==> src/crc24_pkg.sv <==
package crc24_pkg;

	////////////////////////////////////////
	// widths
	////////////////////////////////////////

	// every beat carries one data word of this many bits
	localparam int word_bits = 64;

	// remainder width of the interlaken style crc
	localparam int crc_bits = 24;

	////////////////////////////////////////
	// types
	////////////////////////////////////////

	// running remainder and per word contribution share this type
	typedef logic [crc_bits-1:0] crc_t;

	// one input beat, data first and the framing flags below it
	// sop marks the first word of a packet, eop the last one
	// a single word packet has both flags set on the same beat
	typedef struct packed {
		logic [word_bits-1:0] data;
		logic                 sop;
		logic                 eop;
	} beat_t;

	////////////////////////////////////////
	// polynomial and start value
	////////////////////////////////////////

	// generator 0x328b63 with the implied x^24 term dropped
	// the register shifts left, msb out, and xors this in when
	// the bit shifted out differs from the incoming data bit
	localparam crc_t crc24_poly = 24'h328b63;

	// every packet starts from all ones
	// the remainder is handed out as is, with no final inversion
	localparam crc_t crc24_init = 24'hffffff;

endpackage

==> src/crc24_word_contrib.sv <==
module crc24_word_contrib import crc24_pkg::*; (
	input  logic [word_bits-1:0] data,
	output crc_t                 contrib
);

	////////////////////////////////////////
	// evolved data word
	////////////////////////////////////////

	// the crc is linear over gf(2), so the remainder of a packet is the
	// xor of what each word adds on its own plus what the earlier state
	// becomes after 64 more bit times
	// this block produces the first part, the word run from a zero start

	// the loop below is just the bit serial register unrolled
	// synthesis turns it into a flat xor network, each output bit being
	// the parity of a fixed subset of the 64 data bits

	always_comb begin : serial_unroll
		crc_t r;
		logic fb;

		// zero start, so only the data bits drive the result
		r = '0;

		// most significant data bit enters first
		for (int i = word_bits - 1; i >= 0; i--) begin
			// feedback is the bit leaving the top xor the new data bit
			fb = r[$bits(crc_t)-1] ^ data[i];
			r = {r[$bits(crc_t)-2:0], 1'b0};
			if (fb) begin
				r = r ^ crc24_poly;
			end
		end

		contrib = r;
	end

	// the contribution alone is not a crc of anything useful
	// it only becomes one after being xored with the advanced state
	// of whatever came before the word, see crc24_combine

endmodule

==> src/crc24_zero_advance.sv <==
module crc24_zero_advance import crc24_pkg::*; #(
	parameter int zero_bits = word_bits
) (
	input  crc_t rem_in,
	output crc_t rem_out
);

	////////////////////////////////////////
	// advance past zero data
	////////////////////////////////////////

	// clocking the serial register with zero data bits only leaves the
	// feedback term, so the result is a fixed linear map of rem_in
	// with a constant input the whole thing folds down to a constant

	always_comb begin : zero_unroll
		crc_t r;
		logic fb;

		r = rem_in;

		for (int i = 0; i < zero_bits; i++) begin
			// data bit is zero, so the feedback is just the top bit
			fb = r[$bits(crc_t)-1];
			r = {r[$bits(crc_t)-2:0], 1'b0};
			if (fb) begin
				r = r ^ crc24_poly;
			end
		end

		rem_out = r;
	end

	// zero_bits is normally one word, which moves a remainder from the
	// end of one word to the end of the next when combined with the
	// evolved data of that next word

endmodule

==> src/crc24_combine.sv <==
module crc24_combine import crc24_pkg::*; #(
	parameter int zero_bits = word_bits
) (
	input  logic  clk,
	input  logic  arst,
	input  logic  s_valid,
	output logic  s_ready,
	input  beat_t s_beat,
	output logic  r_valid,
	input  logic  r_ready,
	output crc_t  r_crc
);

	// single enable for both stages
	// it drops only while a finished remainder waits at the output
	logic en;

	crc_t contrib;
	crc_t adv_init;
	crc_t adv_rem;

	// stage one registers
	crc_t contrib_q;
	logic first_q;
	logic last_q;
	logic stg_valid;

	// stage two running remainder
	crc_t rem_q;

	assign en      = ~(r_valid & ~r_ready);
	assign s_ready = en;

	////////////////////////////////////////
	// contributions
	////////////////////////////////////////

	// evolved data word of the incoming beat
	crc24_word_contrib u_contrib (
		.data    (s_beat.data),
		.contrib (contrib)
	);

	// start value pushed past one word, this is a constant
	crc24_zero_advance #(.zero_bits(zero_bits)) u_adv_init (
		.rem_in  (crc24_init),
		.rem_out (adv_init)
	);

	// running remainder pushed past one word, the feedback path
	crc24_zero_advance #(.zero_bits(zero_bits)) u_adv_rem (
		.rem_in  (rem_q),
		.rem_out (adv_rem)
	);

	////////////////////////////////////////
	// stage one
	////////////////////////////////////////

	// register the contribution so it lines up with the remainder
	// that stage two selects one cycle later
	always_ff @(posedge clk) begin
		if (en) begin
			contrib_q <= contrib;
		end
	end

	always_ff @(posedge clk or posedge arst) begin
		if (arst) begin
			stg_valid <= 1'b0;
			first_q   <= 1'b0;
			last_q    <= 1'b0;
		end else if (en) begin
			stg_valid <= s_valid;
			first_q   <= s_beat.sop;
			last_q    <= s_beat.eop;
		end
	end

	////////////////////////////////////////
	// stage two
	////////////////////////////////////////

	// a first word folds in the evolved start value, any later word
	// folds in the evolved remainder of the word before it
	always_ff @(posedge clk or posedge arst) begin
		if (arst) begin
			rem_q   <= crc24_init;
			r_valid <= 1'b0;
		end else if (en) begin
			if (stg_valid) begin
				rem_q <= contrib_q ^ (first_q ? adv_init : adv_rem);
			end
			// presented once, on the last word of a packet
			r_valid <= stg_valid & last_q;
		end
	end

	assign r_crc = rem_q;

endmodule

==> src/crc24_skid.sv <==
module crc24_skid #(
	parameter type payload_t = logic [7:0]
) (
	input  logic     clk,
	input  logic     arst,
	input  logic     in_valid,
	output logic     in_ready,
	input  payload_t in_payload,
	output logic     out_valid,
	input  logic     out_ready,
	output payload_t out_payload
);

	// main entry faces the output, the spare catches the one beat
	// that may arrive while the output is stalled
	payload_t main_q;
	payload_t spare_q;
	logic     main_valid;
	logic     spare_valid;

	logic in_fire;
	logic out_fire;
	logic main_free;
	logic main_from_spare;
	logic main_from_in;
	logic spare_load;

	// ready comes straight from a flop, no path from out_ready
	assign in_ready    = ~spare_valid;
	assign out_valid   = main_valid;
	assign out_payload = main_q;

	assign in_fire  = in_valid & in_ready;
	assign out_fire = main_valid & out_ready;

	// main slot is open next cycle if empty now or being drained
	assign main_free       = ~main_valid | out_fire;
	assign main_from_spare = main_free & spare_valid;
	assign main_from_in    = main_free & ~spare_valid & in_fire;
	assign spare_load      = ~main_free & in_fire;

	////////////////////////////////////////
	// occupancy
	////////////////////////////////////////

	always_ff @(posedge clk or posedge arst) begin
		if (arst) begin
			main_valid  <= 1'b0;
			spare_valid <= 1'b0;
		end else begin
			if (main_free) begin
				main_valid <= spare_valid | in_fire;
			end
			// spare empties as soon as main can take it
			if (main_from_spare) begin
				spare_valid <= 1'b0;
			end else if (spare_load) begin
				spare_valid <= 1'b1;
			end
		end
	end

	////////////////////////////////////////
	// payload
	////////////////////////////////////////

	always_ff @(posedge clk) begin
		if (main_from_spare) begin
			main_q <= spare_q;
		end else if (main_from_in) begin
			main_q <= in_payload;
		end
		if (spare_load) begin
			spare_q <= in_payload;
		end
	end

endmodule

==> src/crc24_stream_top.sv <==
module crc24_stream_top import crc24_pkg::*; #(
	parameter int zero_bits = word_bits
) (
	input  logic                 clk,
	input  logic                 arst,
	input  logic                 in_valid,
	output logic                 in_ready,
	input  logic [word_bits-1:0] in_data,
	input  logic                 in_sop,
	input  logic                 in_eop,
	output logic                 crc_valid,
	input  logic                 crc_ready,
	output crc_t                 crc
);

	beat_t in_beat;

	// input skid to combine pipeline
	logic  s_valid;
	logic  s_ready;
	beat_t s_beat;

	// combine pipeline to output skid
	logic r_valid;
	logic r_ready;
	crc_t r_crc;

	// pack the flat input ports into one beat
	assign in_beat.data = in_data;
	assign in_beat.sop  = in_sop;
	assign in_beat.eop  = in_eop;

	////////////////////////////////////////
	// datapath
	////////////////////////////////////////

	// input skid keeps in_ready off the combine enable path
	crc24_skid #(.payload_t(beat_t)) u_in_skid (
		.clk         (clk),
		.arst        (arst),
		.in_valid    (in_valid),
		.in_ready    (in_ready),
		.in_payload  (in_beat),
		.out_valid   (s_valid),
		.out_ready   (s_ready),
		.out_payload (s_beat)
	);

	crc24_combine #(.zero_bits(zero_bits)) u_combine (
		.clk     (clk),
		.arst    (arst),
		.s_valid (s_valid),
		.s_ready (s_ready),
		.s_beat  (s_beat),
		.r_valid (r_valid),
		.r_ready (r_ready),
		.r_crc   (r_crc)
	);

	// output skid decouples crc_ready from the combine enable
	crc24_skid #(.payload_t(crc_t)) u_out_skid (
		.clk         (clk),
		.arst        (arst),
		.in_valid    (r_valid),
		.in_ready    (r_ready),
		.in_payload  (r_crc),
		.out_valid   (crc_valid),
		.out_ready   (crc_ready),
		.out_payload (crc)
	);

endmodule

==> config.mk <==
export PLATFORM = sky130hd
export DESIGN_NAME = crc24_stream_top
export DESIGN_NICKNAME = d
export VERILOG_FILES = /design/src/crc24_pkg.sv /design/src/crc24_word_contrib.sv /design/src/crc24_zero_advance.sv /design/src/crc24_combine.sv /design/src/crc24_skid.sv /design/src/crc24_stream_top.sv
export SDC_FILE = /design/constraint.sdc
export NUM_CORES = 1
export LEC_CHECK = 0
export ABC_AREA = 1
export BUFFER_PORTS_ARGS = -buffer_cell sky130_fd_sc_hd__buf_2
export CORE_MARGIN = 2
export CORE_UTILIZATION = 60
export CTS_BUF_LIST = sky130_fd_sc_hd__clkbuf_8 sky130_fd_sc_hd__clkbuf_16
export DETAILED_ROUTE_END_ITERATION = 12
export PLACE_DENSITY = 0.76
export SYNTH_ARGS = -nofsm -noshare
export SYNTH_HDL_FRONTEND = slang
export SYNTH_HIERARCHICAL = 1
export SYNTH_SLANG_ARGS = --single-unit
==> constraint.sdc <==
create_clock -name clk -period 16.71 [get_ports clk]
set_input_delay 2.5065 -clock clk [delete_from_list [all_inputs] [get_ports clk]]
set_output_delay 2.5065 -clock clk [all_outputs]
set_load 0.02 [all_outputs]
==> flow_summary.yaml, run 1 <==
layout:
  layout.nets: 5934
  ff_latch_area_sq_um: 6958
  fill_cells: 5568
  syn_to_final_growth_pct: 6.008
  drive_gt1_share_pct: 16.33
  layout_commonest_cell: "nand2_1"
  multi_input_area_sq_um: 25530
  layout_common_cells: "2678 x nand2_1, 946 x nand3_1, 454 x inv_1"
route:
  routed_via_density: 5.364
  drt-total-wl_um: 97180
  antenna_left: 0
  drc_errors: 0
  wl_per_cell_um: 14.61
  drt_iter0_markers: 2576
  vias: 35680
  drt-pass1-iter-count: 6
clock_tree:
  cts_max_level: 1
  ctsResizeCount: 0
  holdBufCountCts: 0
  clock_latency_ns: 0.57
  cts_sinks: 236
  cts.clk_slew.worst_paths_ns: 0.06
  cts-root-buf: "clkbuf_16"
  tritoncts: "built"
  post_cts.repair.setup_buffers: 0
  numCtsBuffers: 28
  clk_path_buf_depth: 3
synth:
  synth_top_family_by_area: "simple AND/OR/NAND/NOR gates"
  muxShareOfSynthArea_pct: 0
  synth_seq_area_share_pct: 19.94
  synth_cells: 5739
  synth.avg_cell_area_sq_um: 6.078
  synth_xor_area_share_pct: 12.51
  ys_seq_elements: 236
  synth_ff_type: "edfxtp_1"
  synthSimpleGateAreaFrac_pct: 59.73
  ys_types: 38
  yosys_warnings: 6
  async_flop_share_pct: 13.56
  synth_compound_area_share_pct: 0.2726
  synth-adder-area-share_pct: 0
  synth-edff-count: 204
  syn_area_sq_um: 34880
placement:
  gp_congestion: 0.9628
  port_buffers: 95
  dp_hpwl_um: 79250
setup_path:
  cpMostUsedCell: "nand2_1"
  worstPathMaxFanout: 11
  slowest_delay_ns: 0.59
  cp.arrival_ns: 8.58
  start_kind: "register"
  end_kind: "register"
  critPathSlowestCell: "edfxtp_1"
  path_class: "reg2reg"
  critPathRequiredTime_ns: 17.03
hold_path:
  hold_class: "reg2reg"
sta:
  min_period_ns: 8.265
  period_share_pct: 49.46
  slew_headroom_pct: 19.26
  clock.fmax_mhz: 121.0
  setup_viol: 0
  hold_slack_ns: 0.4995
  skew_ns: 0.02070
  fin_tns_setup_ns: 0
  finalHoldViolCount: 0
  slew_viol_final: 0
  rsz0062_at_grt: "false"
  worstMarginPinSlew_ns: 1.210
die:
  die_area_sq_um: 60080
  ios: 96
  initial_utilization_pct: 60.57
  fp.dieH_um: 245.1
  num_rows: 88
  core_area_sq_um: 57590
  die_w_um: 245.1
run:
  cap_viol_max_count: 0
status:
  outcome: "finished clean"
global_routing:
  grt_pass1_wl_um: 158200
  grt_start_max_net_pins: 67
  grt_pass1_vias: 32020
  grt_usage_pct: 31.85
  grt-ovfl-total: 0
  antenna_found_initial: 2
[worst max-delay path: cells and delay by family, from the launching register on]
kind / cells / cell delay, ns
XOR/XNOR: 3 / 1.17
buffers and inverters: 5 / 0.52
flip-flops: 1 / 0.59
AND/OR/NAND/NOR: 49 / 5.68
[metrics by stage]
step                cell area (sq um)  std cells  utilization [%]  setup slack [ns]
global route                    36980       6651            64.21             7.735
CTS                             36970       6649            64.20             8.615
floorplan                       35090       5795                -             10.33
detailed placement              36130       6599            62.74             8.641
finish                          36980       6651            64.21             8.445
global placement                36130       6599            62.74             8.664
[cell usage after synthesis (8+ instances only)]
master    count  area, sq um
buf_2        22        110.1
buf_4        18        135.1
buf_6        17        191.4
dfrtp_1       8        200.2
dfstp_2      24        630.6
edfxtp_1    204         6126
inv_1       449         1685
inv_2       103        386.6
inv_4         9        56.30
nand2_1    2678        10050
nand2_2     386         2415
nand2_4     124         1396
nand3_1     946         4735
nand3_2      97        970.9
nand3_4      20        350.3
nand3b_1     48        360.4
nand4_1      11        68.82
nor2_1       37        138.9
o21ai_0       8        40.04
or2_1        11        68.82
or2_2        10        62.56
xnor2_1     110        963.4
xor2_1      332         2908
xor2_2       16        260.3
[sequential cells by signal, indices dropped and copies added, names as in the netlist]
register	cells
u_out_skid/spare_valid	1
u_out_skid/out_payload	24
u_combine/r_crc	24
u_combine/r_valid	1
u_in_skid/out_payload	66
u_combine/last_q	1
u_in_skid/out_valid	1
u_in_skid/spare_q	66
u_combine/first_q	1
u_combine/stg_valid	1
u_out_skid/spare_q	24
u_combine/contrib_q	24
u_in_skid/spare_valid	1
u_out_skid/out_valid	1
[final timing paths]
kind                                                      from                                end  slack, ns  cells after the start
max                        u_in_skid/out_payload[63]$_DFFE_PP_  u_combine/contrib_q[21]$_DFFE_PN_       8.44                     57
min                             u_combine/r_crc[3]$_DFFE_PP1P_     u_combine/r_crc[3]$_DFFE_PP1P_       0.50                      2
max reg2reg                u_in_skid/out_payload[63]$_DFFE_PP_  u_combine/contrib_q[21]$_DFFE_PN_       8.44                     57
min reg2reg                     u_combine/r_crc[3]$_DFFE_PP1P_     u_combine/r_crc[3]$_DFFE_PP1P_       0.50                      2
max in group asynchronous                                 arst       u_combine/last_q$_DFFE_PP0N_      13.84                      2
min in group asynchronous                                 arst   u_out_skid/out_valid$_DFFE_PP0N_       1.91                      2
[logic make-up after synthesis]
kind of cell    Yosys count
compound gates           16
other cells               1
flops                   236
simple gates           4386
xor+xnor                470
buf+inv                 630
[metal layers]
layer	wire (um)	vias to the layer above	global-route usage (%)
met5	0	-	0
met4	3141	0	10.17
met3	6186	182	3.116
met2	45230	1111	54.47
met1	42620	16070	42.15
li1	-	18320	-
[final cells by class]
type,instances,area share (%)
multi-input combinational,4929,69.05
sequential,236,18.82
inverter,566,5.807
tap,765,2.589
clock buffer,28,1.895
timing repair buffer,103,1.448
clock inverter,22,0.3790
antenna,2,0.01354
Power of run 1 is left out: the tool's default activity adds up to more than one toggle a clock period on the data nets, which glitch-free logic cannot reach.
==> run 2: changes to the inputs <==
==> constraint.sdc (replaced) <==
create_clock -name clk -period 8.45 [get_ports clk]
set_input_delay 1.2675 -clock clk [delete_from_list [all_inputs] [get_ports clk]]
set_output_delay 1.2675 -clock clk [all_outputs]
set_load 0.02 [all_outputs]
==> run 2 against run 1 <==
- fmax is 5.4% higher
- largest cell class unchanged
- setup slack worse by 7.8 ns
- die area stayed put
- non-clock buffer count is 7 higher
- register-to-register slack worse by 7.8 ns
- clock-buffer cell count stayed put
- via count is 0.34% lower
==> flow_summary.yaml, run 2 (synthesized netlist as in run 1, its figures left out) <==
clock_tree:
  numCtsBuffers: 28
  cts-root-buf: "clkbuf_16"
  clock_latency_ns: 0.58
  holdBufCountCts: 0
  cts.clk_slew.worst_paths_ns: 0.06
  cts_sinks: 236
  cts_max_level: 1
  tritoncts: "built"
  clk_path_buf_depth: 3
run:
  cap_viol_max_count: 0
sta:
  hold_slack_ns: 0.4984
  setup_viol: 0
  rsz0062_at_grt: "false"
  slew_viol_final: 0
  clock.fmax_mhz: 127.5
  worstMarginPinSlew_ns: 1.216
  period_share_pct: 92.80
  min_period_ns: 7.842
  fin_tns_setup_ns: 0
  finalHoldViolCount: 0
  skew_ns: 0.03394
  slew_headroom_pct: 18.87
placement:
  port_buffers: 95
  gp_congestion: 1.008
  placed_area_sq_um: 36130
  dp_hpwl_um: 79110
global_routing:
  antenna_found_initial: 1
  grt_pass1_vias: 31490
  grt-ovfl-total: 0
  grt_start_max_net_pins: 67
  grt_pass1_wl_um: 157500
  grt_usage_pct: 31.74
route:
  drc_errors: 0
  routed_via_density: 5.342
  wl_per_cell_um: 14.66
  drt-pass1-iter-count: 6
  antenna_left: 0
  vias: 35560
  drt-total-wl_um: 97570
  drt_iter0_markers: 2788
status:
  outcome: "finished clean"
die:
  core_area_sq_um: 57590
  ios: 96
  die_area_sq_um: 60080
  num_rows: 88
  initial_utilization_pct: 60.57
  die_w_um: 245.1
  fp.dieH_um: 245.1
layout:
  fin_area_sq_um: 37140
  syn_to_final_growth_pct: 6.471
  layout_commonest_cell: "nand2_1"
  drive_gt1_share_pct: 16.57
  layout_common_cells: "2677 x nand2_1, 946 x nand3_1, 452 x inv_1"
  layout.nets: 5941
setup_path:
  start_kind: "register"
  critPathSlowestCell: "edfxtp_1"
  worstPathMaxFanout: 11
  critPathRequiredTime_ns: 8.78
  slowest_delay_ns: 0.54
  end_kind: "register"
  cpMostUsedCell: "nand2_2"
  path_class: "reg2reg"
  cp.arrival_ns: 8.17
hold_path:
  hold_class: "reg2reg"
[run 2: per-stage QoR]
step / setup WS [ns] / utilization (%) / std cells
after floorplan: 2.072 / - / 5795
after global placement: 0.3289 / 62.74 / 6599
after detailed placement: 0.4062 / 62.74 / 6599
after CTS: 0.3499 / 64.28 / 6649
after global routing: 0.01108 / 64.49 / 6657
final: 0.6082 / 64.49 / 6657
[run 2: timing repair]
item,4_1_cts,5_1_grt
endpoints found under the hold margin,0,0
setup endpoints to repair,0,20
gates resized for setup,0,11
setup buffers,0,7
[run 2: worst max-delay path, delay by kind of cell (launching register included)]
kind,cells,cell delay [ns]
AND/OR/NAND/NOR,43,5.06
flip-flops,1,0.54
XOR/XNOR,4,1.44
buffers and inverters,5,0.51
[run 2: layout make-up]
cell class,instances,area (sq um)
Antenna cell,1,2.502
Tap cell,765,957.2
Clock buffer,28,700.7
Inverter,566,2147
Clock inverter,22,182.7
Timing Repair Buffer,110,588.1
Multi-Input combinational cell,4929,25600
Sequential cell,236,6958
Fill cell,5454,20450
[run 2: worst paths after layout]
kind	startpoint	endpoint	slack (ns)	cells after the start
max	u_in_skid/out_payload[63]$_DFFE_PP_	u_combine/contrib_q[21]$_DFFE_PN_	0.61	52
min	u_combine/r_crc[3]$_DFFE_PP1P_	u_combine/r_crc[3]$_DFFE_PP1P_	0.50	2
max reg2reg	u_in_skid/out_payload[63]$_DFFE_PP_	u_combine/contrib_q[21]$_DFFE_PN_	0.61	52
min reg2reg	u_combine/r_crc[3]$_DFFE_PP1P_	u_combine/r_crc[3]$_DFFE_PP1P_	0.50	2
max in group asynchronous	arst	u_combine/r_valid$_DFFE_PP0N_	6.82	2
min in group asynchronous	arst	u_out_skid/out_valid$_DFFE_PP0N_	0.65	2
[run 2: metal layers]
layer  up-vias  GRT usage [%]  wire, um
met5         -              0         0
met3       152          2.646      5982
met4         0          8.250      2628
met2      1105          54.64     46150
met1     16000          42.72     42810
li1      18310              -         -
Power of run 2 is left out for the same reason.
